--- src/panel_defs.svh ---
`ifndef PANEL_DEFS_SVH
`define PANEL_DEFS_SVH

// observation word and display geometry
`define PANEL_WORD_W 32
`define PANEL_DIGITS 4
`define PANEL_SEG_W 8

// front panel inputs
`define PANEL_SW_W 8
`define PANEL_BTN_W 4

// step rate counter, wide enough for the slowest divisor
`define PANEL_RATE_W 7

// c100Hz cycles per step for rate codes 0 to 6
`define PANEL_DIV0 1
`define PANEL_DIV1 2
`define PANEL_DIV2 5
`define PANEL_DIV3 10
`define PANEL_DIV4 20
`define PANEL_DIV5 50
`define PANEL_DIV6 100

`endif

--- src/panel_pkg.sv ---
`include "panel_defs.svh"

package panel_pkg;

	typedef logic [`PANEL_WORD_W-1:0] word_t;
	typedef logic [`PANEL_SEG_W-1:0] segByte_t; // dp g f e d c b a, active high
	typedef segByte_t [`PANEL_DIGITS-1:0] segWord_t; // digit 0 in the lowest byte
	typedef logic [2:0] rateCode_t;
	typedef logic [`PANEL_RATE_W-1:0] rateCnt_t;

	typedef struct packed
	{
		logic [2:0] spare; // loaded with the switches but not decoded
		logic ledStatus;
		logic rawMode;
		rateCode_t rate;
	} ctrlReg_t;

	typedef struct packed
	{
		word_t portA;
		word_t portB;
		word_t portC;
		word_t portD;
		word_t tmr;
		word_t ctr;
		word_t tr;
		word_t treg;
		word_t mdi;
		word_t mdo;
		word_t addr;
		logic memWrite;
		logic [2:0] clkStat;
	} probeBus_t;

	typedef struct packed
	{
		logic [`PANEL_SW_W-1:0] sw;
		logic [`PANEL_BTN_W-1:0] btn;
	} panelIn_t;

	typedef enum logic [1:0] {DIG0, DIG1, DIG2, DIG3} scanState_t;

endpackage

--- src/digitScanner.sv ---
`timescale 1ns/1ps
`include "panel_defs.svh"

module digitScanner import panel_pkg::*;
(
	input logic c100Hz,
	input logic arstN,
	input segWord_t segWord,
	output logic [`PANEL_SEG_W-1:0] seg,
	output logic [`PANEL_DIGITS-1:0] an
);

	localparam int IdxW = $clog2(`PANEL_DIGITS);

	scanState_t state;
	scanState_t nextState;
	logic [IdxW-1:0] digit;

	always_comb
	begin
		case (state)
			DIG0:
			begin
				digit = 2'd0;
				nextState = DIG1;
			end
			DIG1:
			begin
				digit = 2'd1;
				nextState = DIG2;
			end
			DIG2:
			begin
				digit = 2'd2;
				nextState = DIG3;
			end
			default:
			begin
				digit = 2'd3;
				nextState = DIG0;
			end
		endcase
	end

	// segments and anode switch on the same edge so no ghosting between digits
	always_ff @(posedge c100Hz or negedge arstN)
	begin
		if (!arstN)
		begin
			state <= DIG0;
			seg <= '1;
			an <= '1;
		end
		else
		begin
			state <= nextState;
			seg <= ~segWord[digit];
			an <= ~(`PANEL_DIGITS'(1) << digit);
		end
	end

	oneAnodeActive: assert property (@(posedge c100Hz) disable iff (!arstN)
		$past(arstN) |-> $onehot(~an));

endmodule

--- src/frontPanel.sv ---
`timescale 1ns/1ps
`include "panel_defs.svh"

module frontPanel import panel_pkg::*;
(
	input logic c100Hz,
	input logic arstN,
	input logic [`PANEL_SW_W-1:0] sw,
	input logic [`PANEL_BTN_W-1:0] btn,
	input probeBus_t probe,
	output logic step,
	output logic [7:0] led,
	output logic [`PANEL_SEG_W-1:0] seg,
	output logic [`PANEL_DIGITS-1:0] an
);

	panelIn_t panelIn;
	ctrlReg_t ctrl;
	word_t dispWord;
	segWord_t segWord;

	inputSampler inputSampler_i
	(
		.c100Hz(c100Hz),
		.arstN(arstN),
		.sw(sw),
		.btn(btn),
		.panelIn(panelIn),
		.ctrl(ctrl)
	);

	stepRateGen stepRateGen_i
	(
		.c100Hz(c100Hz),
		.arstN(arstN),
		.ctrl(ctrl),
		.panelIn(panelIn),
		.step(step)
	);

	probeSelect probeSelect_i
	(
		.probe(probe),
		.sel(panelIn.sw[7:4]), // upper switches pick the observed word
		.dispWord(dispWord)
	);

	hexSegEncoder hexSegEncoder_i
	(
		.dispWord(dispWord),
		.upperHalf(panelIn.btn[3]),
		.rawMode(ctrl.rawMode),
		.segWord(segWord)
	);

	digitScanner digitScanner_i
	(
		.c100Hz(c100Hz),
		.arstN(arstN),
		.segWord(segWord),
		.seg(seg),
		.an(an)
	);

	// status view shows the memory strobe, the step pulse and the clock state
	always_comb
	begin
		if (ctrl.ledStatus)
			led = {1'b0, probe.memWrite, 1'b0, step, panelIn.btn[1], probe.clkStat};
		else
			led = probe.portB[7:0];
	end

endmodule

--- src/hexSegEncoder.sv ---
`timescale 1ns/1ps
`include "panel_defs.svh"

module hexSegEncoder import panel_pkg::*;
(
	input word_t dispWord,
	input logic upperHalf,
	input logic rawMode,
	output segWord_t segWord
);

	localparam int HalfW = `PANEL_WORD_W / 2;

	logic [HalfW-1:0] half;
	segWord_t hexWord;

	// bit order dp g f e d c b a, decimal point left dark
	function automatic segByte_t nibbleToSeg(input logic [3:0] nib);
		segByte_t pattern;
		case (nib)
			4'h0: pattern = 8'h3F;
			4'h1: pattern = 8'h06;
			4'h2: pattern = 8'h5B;
			4'h3: pattern = 8'h4F;
			4'h4: pattern = 8'h66;
			4'h5: pattern = 8'h6D;
			4'h6: pattern = 8'h7D;
			4'h7: pattern = 8'h07;
			4'h8: pattern = 8'h7F;
			4'h9: pattern = 8'h6F;
			4'hA: pattern = 8'h77;
			4'hB: pattern = 8'h7C; // lower case b so it differs from 8
			4'hC: pattern = 8'h39;
			4'hD: pattern = 8'h5E; // lower case d so it differs from 0
			4'hE: pattern = 8'h79;
			default: pattern = 8'h71;
		endcase
		return pattern;
	endfunction

	assign half = upperHalf ? dispWord[`PANEL_WORD_W-1:HalfW] : dispWord[HalfW-1:0];

	always_comb
	begin
		for (int i = 0; i < `PANEL_DIGITS; i++)
			hexWord[i] = nibbleToSeg(half[i*4 +: 4]);
	end

	// raw mode lets the program draw its own segment patterns
	assign segWord = rawMode ? segWord_t'(dispWord) : hexWord;

endmodule

--- src/inputSampler.sv ---
`timescale 1ns/1ps
`include "panel_defs.svh"

module inputSampler import panel_pkg::*;
(
	input logic c100Hz,
	input logic arstN,
	input logic [`PANEL_SW_W-1:0] sw,
	input logic [`PANEL_BTN_W-1:0] btn,
	output panelIn_t panelIn,
	output ctrlReg_t ctrl
);

	panelIn_t syncStage;
	logic loadPrev;
	logic loadEdge;

	// button 1 loads, button 2 must be held to enable the load
	assign loadEdge = panelIn.btn[1] & ~loadPrev;

	always_ff @(posedge c100Hz or negedge arstN)
	begin
		if (!arstN)
		begin
			syncStage <= '0;
			panelIn <= '0;
		end
		else
		begin
			syncStage <= panelIn_t'({sw, btn}); // first stage may go metastable
			panelIn <= syncStage;
		end
	end

	always_ff @(posedge c100Hz or negedge arstN)
	begin
		if (!arstN)
		begin
			loadPrev <= 1'b0;
			ctrl <= '0;
		end
		else
		begin
			loadPrev <= panelIn.btn[1];
			if (loadEdge && panelIn.btn[2])
				ctrl <= ctrlReg_t'(panelIn.sw);
		end
	end

	// the register only moves on a qualified load edge
	ctrlLoadOnly: assert property (@(posedge c100Hz) disable iff (!arstN)
		!$stable(ctrl) |-> $past(loadEdge && panelIn.btn[2]));

endmodule

--- src/probeSelect.sv ---
`timescale 1ns/1ps
`include "panel_defs.svh"

module probeSelect import panel_pkg::*;
(
	input probeBus_t probe,
	input logic [3:0] sel,
	output word_t dispWord
);

	always_comb
	begin
		case (sel)
			4'h0:
				dispWord = probe.portA;
			4'h1:
				dispWord = probe.portB;
			4'h3:
				dispWord = probe.portC;
			4'h4:
				dispWord = probe.portD;
			4'h7:
				dispWord = probe.tmr;
			4'h8:
				dispWord = probe.ctr;
			4'h9:
				dispWord = probe.tr;
			4'hA:
				dispWord = probe.treg;
			4'hD:
				dispWord = probe.mdi;
			4'hE:
				dispWord = probe.mdo;
			4'hF:
				dispWord = probe.addr;
			default:
				dispWord = '0; // codes 2, 5, 6, B and C have no source
		endcase
	end

endmodule

--- src/stepRateGen.sv ---
`timescale 1ns/1ps
`include "panel_defs.svh"

module stepRateGen import panel_pkg::*;
(
	input logic c100Hz,
	input logic arstN,
	input ctrlReg_t ctrl,
	input panelIn_t panelIn,
	output logic step
);

	rateCnt_t divisor;
	rateCnt_t count;
	rateCode_t prevRate;
	logic btn0Prev;
	logic manual;
	logic restart;

	assign manual = (ctrl.rate == 3'd7);
	assign restart = (ctrl.rate != prevRate); // any new code starts a fresh period

	always_comb
	begin
		case (ctrl.rate)
			3'd0: divisor = rateCnt_t'(`PANEL_DIV0);
			3'd1: divisor = rateCnt_t'(`PANEL_DIV1);
			3'd2: divisor = rateCnt_t'(`PANEL_DIV2);
			3'd3: divisor = rateCnt_t'(`PANEL_DIV3);
			3'd4: divisor = rateCnt_t'(`PANEL_DIV4);
			3'd5: divisor = rateCnt_t'(`PANEL_DIV5);
			3'd6: divisor = rateCnt_t'(`PANEL_DIV6);
			default: divisor = '0; // manual stepping, the counter idles
		endcase
	end

	always_ff @(posedge c100Hz or negedge arstN)
	begin
		if (!arstN)
		begin
			count <= '0;
			prevRate <= '0;
			btn0Prev <= 1'b0;
			step <= 1'b0;
		end
		else
		begin
			prevRate <= ctrl.rate;
			btn0Prev <= panelIn.btn[0];
			if (restart)
			begin
				count <= divisor - 1'b1;
				step <= 1'b0;
			end
			else if (manual)
				step <= panelIn.btn[0] & ~btn0Prev; // one step per press
			else if (count == '0)
			begin
				count <= divisor - 1'b1;
				step <= 1'b1;
			end
			else
			begin
				count <= count - 1'b1;
				step <= 1'b0;
			end
		end
	end

	// only the fastest rate may hold step high
	stepIsPulse: assert property (@(posedge c100Hz) disable iff (!arstN)
		step && (divisor != rateCnt_t'(1)) |=> !step);

endmodule
--- config.mk ---
export PLATFORM = sky130hd
export DESIGN_NAME = frontPanel
export DESIGN_NICKNAME = d
export VERILOG_FILES = /design/src/panel_pkg.sv /design/src/digitScanner.sv /design/src/frontPanel.sv /design/src/hexSegEncoder.sv /design/src/inputSampler.sv /design/src/probeSelect.sv /design/src/stepRateGen.sv
export VERILOG_INCLUDE_DIRS = /design/src
export SDC_FILE = /design/constraint.sdc
export NUM_CORES = 1
export LEC_CHECK = 0
export BUFFER_PORTS_ARGS = -buffer_cell sky130_fd_sc_hd__buf_2
export CORE_AREA = 2 2 150 152
export CTS_CLUSTER_DIAMETER = 40
export DETAILED_ROUTE_END_ITERATION = 12
export DIE_AREA = 0 0 152 154
export SETUP_SLACK_MARGIN = 0.02
export SYNTH_ARGS = -nofsm -noshare
export SYNTH_HDL_FRONTEND = slang
export SYNTH_SLANG_ARGS = --single-unit
--- constraint.sdc ---
create_clock -name c100Hz -period 4.7 [get_ports c100Hz]
set_clock_uncertainty 0.1 [all_clocks]
set_input_delay 0.94 -clock c100Hz [delete_from_list [all_inputs] [get_ports c100Hz]]
set_output_delay 0.94 -clock c100Hz [all_outputs]
set_load 0.02 [all_outputs]
==> After elaboration in Yosys (flattened, before gate mapping) <==
Memory sizes are Yosys's and may differ from the RTL's.
Cells that the tools add are included.
{ "word_totals": {"register_bits": 56, "latchBits": 0, "ramBits": 0, "romBits": 448, "out_inout_bits": 21, "mem_count": 4} }
{ "memory_table": {"columns": ["memory", "words", "width", "read_ports", "rd_clocked_by_memory_dff", "wr", "line_no", "source"], "rows": [
  ["(no name shown)", 16, 7, 1, 0, 0, "hexSegEncoder.sv:20", "case (nib)"],
  ["(no name shown)", 16, 7, 1, 0, 0, "hexSegEncoder.sv:20", null],
  ["(no name shown)", 16, 7, 1, 0, 0, "hexSegEncoder.sv:20", null],
  ["(no name shown)", 16, 7, 1, 0, 0, "hexSegEncoder.sv:20", null]
]} }
{ "classes": {"add_sub_neg": 2, "mul": 0, "div_mod_pow": 0, "order_cmp": 1, "n_eq_ne": 21, "shifts": 1, "n_mux": 15, "bitwise": 6, "reduce_logical": 5} }
{ "ops": {"columns": ["op", "n"], "rows": [
  ["$pmux W32 S11", 1],
  ["$pmux W7 S7", 1],
  ["$mux W32", 1],
  ["$eq A4 B4 Y1 const B", 6],
  ["$mux W7", 3],
  ["$bmux W8 S2", 1],
  ["$mux W16", 1],
  ["$mux W8", 2],
  ["$sub A7 B1 Y7 const B", 2],
  ["$eq A3 B3 Y1 const B", 4],
  ["$pmux W2 S3", 2],
  ["$eq A4 B3 Y1 const B", 2],
  ["$not A8 Y8", 1],
  ["$logic_not A7 Y1", 1],
  ["$eq A3 B2 Y1 const B", 2],
  ["$eq A4 B1 Y1 const B", 1],
  ["$eq A4 B2 Y1 const B", 1],
  ["$logic_not A4 Y1", 1],
  ["$not A4 Y4", 1],
  ["$shl A1 B2 Y4 const A", 1],
  ["$eq A3 B1 Y1 const B", 1],
  ["$logic_not A3 Y1", 1],
  ["$lt A2 B3 Y1 const B", 1],
  ["$mux W1", 3],
  ["8 further kinds", 10]
]} }

==> Longest topological paths before layout <==
An unclocked memory read counts as a cell.
{ "logic_depth": {"ltp_word": 8, "ltp_mapped": 20, "depth_no_buf": 14} }

==> Modules after synthesis <==
A second synthesis with hierarchy kept.
{ "unflattened": {"cells_unflattened": 892, "area_unflattened_um2": 7744.9} }
{ "by_module_without_submodules": {"columns": ["mod", "n_inst", "cells_each", "area_each_um2", "seq_area_each_um2"], "rows": [
  ["probeSelect", 1, 376, 3032.9, 0.0],
  ["hexSegEncoder", 1, 309, 2115.8, 0.0],
  ["inputSampler", 1, 42, 935.9, 825.8],
  ["digitScanner", 1, 73, 787.0, 365.4],
  ["stepRateGen", 1, 83, 754.5, 300.3],
  ["frontPanel", 1, 9, 118.9, 0.0]
]} }

==> Worst setup path before layout <==
OpenSTA, ideal clock, no wires.
{ "synth_path": {"path_kind": "flip-flop to flip-flop", "startpoint": "reg, netlist name inputSampler_i.panelIn[10]", "endpoint": "reg digitScanner_i.seg[1]", "arrival_time_ns": 3.413, "slack_ns": 1.105, "path_stages_with_launch": 17, "path_buffers": 5, "period_less_slack_ns": 3.595, "path_cell_list": "dfrtp_1 -> buf_6 -> buf_6 -> buf_4 -> buf_4 -> buf_2 -> mux2_2 -> a221o_1 -> o2bb2ai_1 -> o21ai_0 -> inv_1 -> ha_1 -> nand2_1 -> o21ai_1 -> a221o_1 -> o311a_1 -> o31a_1"} }
{ "synth_via": {"elab_chain_cells": 8, "word_cells_on_any_way": 21, "cone_classes": "eq/ne: 10; mux: 5; bitwise: 1; reduce/logical: 1; memory: 4"} }
{ "synth_lines": {"columns": ["item", "line_no", "source"], "rows": [
  ["$eq A4 B4 Y1, or another cell as far along", "probeSelect.sv:13", "case (sel)"],
  ["$pmux W32 S11 *", "probeSelect.sv:13", null],
  ["$mux W16", "hexSegEncoder.sv:41", "assign half = upperHalf ? dispWord[`PANEL_WORD_W-1:HalfW] : dispWord[HalfW-1:0];"],
  ["$mem_v2 Z16 W7", null, null],
  ["$mux W32 *", "hexSegEncoder.sv:50", "assign segWord = rawMode ? segWord_t'(dispWord) : hexWord;"],
  ["$bmux W8 S2 *", "digitScanner.sv:57", "seg <= ~segWord[digit];"],
  ["$mux W8 (implied by the code) *", "digitScanner.sv:57", null],
  ["$not A8 Y8 *", "digitScanner.sv:57", null],
  ["end signal: assignment", "digitScanner.sv:57", null],
  ["end: declaration", "digitScanner.sv:9", "output logic [`PANEL_SEG_W-1:0] seg,"]
]} }
Every way passes the cells marked *; elsewhere a longest branch is shown, timed or not. The select of a mux whose other input is x is not followed.
A chain may end at the register's enable or synchronous reset.

==> Worst setup path in the final report <==
{ "layout_path": {"startpoint": "reg, netlist name inputSampler_i.panelIn[10]", "endpoint": "reg digitScanner_i.seg[4]"} }
{ "layout_via": {"elab_chain_cells": 8, "word_cells_on_any_way": 21, "cone_classes": "eq/ne: 10; mux: 5; bitwise: 1; reduce/logical: 1; memory: 4"} }
{ "layout_lines": {"columns": ["item", "line_no"], "rows": [
  ["$eq A4 B4 Y1, or another cell as far along", "probeSelect.sv:13"],
  ["$pmux W32 S11 *", "probeSelect.sv:13"],
  ["$mux W16", "hexSegEncoder.sv:41"],
  ["$mem_v2 Z16 W7", null],
  ["$mux W32 *", "hexSegEncoder.sv:50"],
  ["$bmux W8 S2 *", "digitScanner.sv:57"],
  ["$mux W8 (implied by the code) *", "digitScanner.sv:57"],
  ["$not A8 Y8 *", "digitScanner.sv:57"]
]} }
Marked as above.

==> flow_metrics.env <==
export IMPL_endpoint="digitScanner_i.seg[4]$_DFF_PN1_"
export IMPL_period_minus_slack_ps=4400
export IMPL_synth_async_reset_ratio=1.00
export IMPL_ys_flop_type="dfrtp_1"
export IMPL_die_h_um=154
export IMPL_hold_viol_final=0
export IMPL_synthDistinctLibCells=89
export IMPL_drc=0
export IMPL_grt_usage=0.324
export IMPL_via_per_inst=5.92
export IMPL_start_util=0.333
export IMPL_post_cts_resized=0
export IMPL_yosys_area_top_type="dfrtp_1"
export IMPL_final_nets=1606
export IMPL_numPlacedInstances=1471
export IMPL_power_switching_w=0.000865
export IMPL_holdBufCountCts=0
export IMPL_numCtsBuffers=5
export IMPL_io_pins=391
export IMPL_worst_ep_required_time_ps=4840
export IMPL_dp_hpwl_mm=33.1
export IMPL_grt_remaining_overflow=0
export IMPL_clock_sinks=56
export IMPL_worstSetupEndpointType="register"
export IMPL_fmax_mhz=227
export IMPL_drtAntennaViolNets=0
export IMPL_tightest_slew_ps=1180
export IMPL_root_buffer="clkbuf_16"
export IMPL_drive_gt1_frac=0.436
export IMPL_routabilityCongestion=0.986
export IMPL_yosysMostFrequentCell="mux2i_1"
export IMPL_rsz0062_at_grt="false"
export IMPL_critPathMaxFanout=37
export IMPL_h_tree_depth=2
export IMPL_clockBufferDepth=2
export IMPL_ys_top_cells_by_area="dfrtp_1 15%, mux2i_1 8.3%, ha_1 6.6%"
export IMPL_clk_latency_ps=300
export IMPL_clk_pin_slew_ps=80
export IMPL_combPwrFrac=0.494
export IMPL_avgSynthCellArea_um2=8.54
export IMPL_ys_top_cells_by_count="60 x mux2i_1, 54 x nor2_1, 53 x nand2_1"
export IMPL_worst_ep_arrival_time_ps=4540
export IMPL_tns_ps=0
export IMPL_sw_frac_of_total=0.413
export IMPL_worstSetupStartpointType="register"
export IMPL_postCtsSetupBuffers=0
export IMPL_p_leak_nw=4.43
export IMPL_finalNonFillerCells=1492
export IMPL_synthToLayoutAreaGrowth_pct=31.7
export IMPL_grt_pass1_wl_mm=56.8
export IMPL_path_class="reg -> reg"
export IMPL_setup_viol=0
export IMPL_r2r_end="digitScanner_i.seg[4]$_DFF_PN1_"
export IMPL_grt_start_max_net_pins=60
export IMPL_grt_pass1_vias=8568
export IMPL_total_power_w=0.00209
export IMPL_reg2reg_from="inputSampler_i.panelIn[10]$_DFF_PN0_"
export IMPL_drv_slew=0
export IMPL_hold_path_class="reg -> reg"
export IMPL_finalCritPeriodShare=0.936
export IMPL_placed_cell_area_um2=9310
export IMPL_cts_tree="built"
export IMPL_cap_violations=0
export IMPL_synth_seq_cells=56
export IMPL_vias=8831
export IMPL_yosysTopAreaCellShare=0.153
export IMPL_drt_total_wl_mm=40.2
export IMPL_ys_warn_count=0
export IMPL_ir_drop_v=0.000272
export IMPL_outcome="completed"
export IMPL_syn_num_nets=1253
export IMPL_die_area_um2=23400
export IMPL_rrSetupSlack_ps=300
export IMPL_drt_iter0_markers=901
export IMPL_startpoint="inputSampler_i.panelIn[10]$_DFF_PN0_"
export IMPL_wl_per_cell_um=26.9
export IMPL_synth_cells=845
export IMPL_rows=54
export IMPL_dr_pass1_iters=8
export IMPL_stdcell_area_um2=9500
export IMPL_core_area_um2=21700
export IMPL_slew_limit_headroom=0.208
export IMPL_seqPwrFrac=0.315
export IMPL_reg2regPathDepth=14
export IMPL_hold_ws_ps=249
export IMPL_dieWidth_um=152
export IMPL_p_clk_frac=0.191
export IMPL_cell_internal_pwr_w=0.00123
export IMPL_powerDensity_nw_per_um2=220
export IMPL_synth_area_um2=7220
export IMPL_ys_seq_area_frac=0.196
export IMPL_io_buffers=390
export IMPL_antenna_found_initial=15
export IMPL_synth_edf_count=0
per-stage QoR:
stage / worst slack (ps) / util
after global routing: 113 / 0.438
after CTS: 411 / 0.437
after detailed placement: 450 / 0.429
final: 300 / 0.438
after global placement: 518 / 0.429
after floorplan: 1110 / -
cells in the final DEF (no fill, tap or decap), types with 9 or more instances in the layout:
cell type,n
buf_4,32
a211oi_1,11
o211ai_1,13
inv_1,33
dfrtp_1,40
nor2b_1,15
o22ai_1,10
buf_2,390
diode_2,13
ha_1,38
nor2_1,54
mux2_2,40
nand3_1,28
a22oi_1,31
a32oi_1,12
a21oi_1,49
mux2i_1,60
nand2_1,53
nor3_1,9
o2bb2ai_1,12
o21ai_0,26
a22o_1,27
a221oi_1,17
dfstp_2,12
xnor2_1,9
layer usage:
| metal | vias up | global-route usage | part of all wire |
|---|---|---|---|
| li1 | 3989 | - | - |
| met1 | 4231 | 0.407 | 0.40 |
| met2 | 528 | 0.544 | 0.48 |
| met3 | 81 | 0.0696 | 0.085 |
| met4 | 2 | 0.129 | 0.037 |
| met5 | - | 0 | 0.00032 |
sequential cells by signal, summed over array words and instances (netlist names):
signal / flops
inputSampler_i.panelIn: 12
digitScanner_i.seg: 8
digitScanner_i.state: 2
inputSampler_i.loadPrev: 1
digitScanner_i.an: 4
stepRateGen_i.prevRate: 3
stepRateGen_i.btn0Prev: 1
stepRateGen_i.step: 1
inputSampler_i.syncStage: 12
inputSampler_i.ctrl: 5
stepRateGen_i.count: 7
worst min-delay path by stage:
stage	startpoint	end	cells past startpoint
finish	inputSampler_i.syncStage[1]$_DFF_PN0_	inputSampler_i.panelIn[1]$_DFF_PN0_	0
global route	inputSampler_i.syncStage[8]$_DFF_PN0_	inputSampler_i.panelIn[8]$_DFF_PN0_	0
CTS	inputSampler_i.syncStage[1]$_DFF_PN0_	inputSampler_i.panelIn[1]$_DFF_PN0_	0
detailed placement	inputSampler_i.syncStage[1]$_DFF_PN0_	inputSampler_i.panelIn[1]$_DFF_PN0_	0
global placement	inputSampler_i.syncStage[6]$_DFF_PN0_	inputSampler_i.panelIn[6]$_DFF_PN0_	0
floorplan	inputSampler_i.syncStage[0]$_DFF_PN0_	inputSampler_i.panelIn[0]$_DFF_PN0_	0
power groups by stage:
| stage | Sequential [W] | Clock, W | Combinational (W) |
|---|---|---|---|
| 3_5_place_dp | 0.000665 | 0 | 0.00101 |
| 4_1_cts | 0.000659 | 0.000412 | 0.00102 |
| 3_3_place_gp | 0.000667 | 0 | 0.00101 |
| 2_1_floorplan | 0.000633 | 0 | 0.000639 |
| 5_1_grt | 0.000671 | 0.000431 | 0.00112 |
| 6_report | 0.000661 | 0.000399 | 0.00103 |
logic make-up (layout without fill, tap and decap cells):
logic type / count (synthesis) / after routing / synth area share
AOI/OAI and AO/OA: 283 / 283 / 0.302
and+or+nand+nor: 245 / 245 / 0.189
buffers and inverters: 111 / 465 / 0.0827
muxes: 103 / 103 / 0.153
DFF: 56 / 56 / 0.196
adders and majority gates: 38 / 38 / 0.0659
xor gates and xnor gates: 9 / 9 / 0.0109
other: 0 / 13 / 0
critical path, cell delays in order (launching register included):
cell	delay (ps)
dfrtp_4	760
buf_4	270
nor2b_1	720
a22oi_1	200
o22ai_1	170
a22oi_1	90
and3_1	260
mux2i_1	300
inv_1	170
ha_1	250
nor2b_1	130
o311a_1	340
a311oi_2	270
o22ai_1	140
nand3_1	140
cell type report:
class | instances | area (um2)
fillers | 2252 | 12200
multi-input cells | 678 | 5210
repair buffers | 422 | 2190
flip-flops and latches | 56 | 1430
well taps | 280 | 350
clock buffers | 6 | 139
inverters | 35 | 131
diodes | 13 | 32.5
clock inverters | 2 | 17.5
No activity file was read; power rests on OpenSTA's default activity.
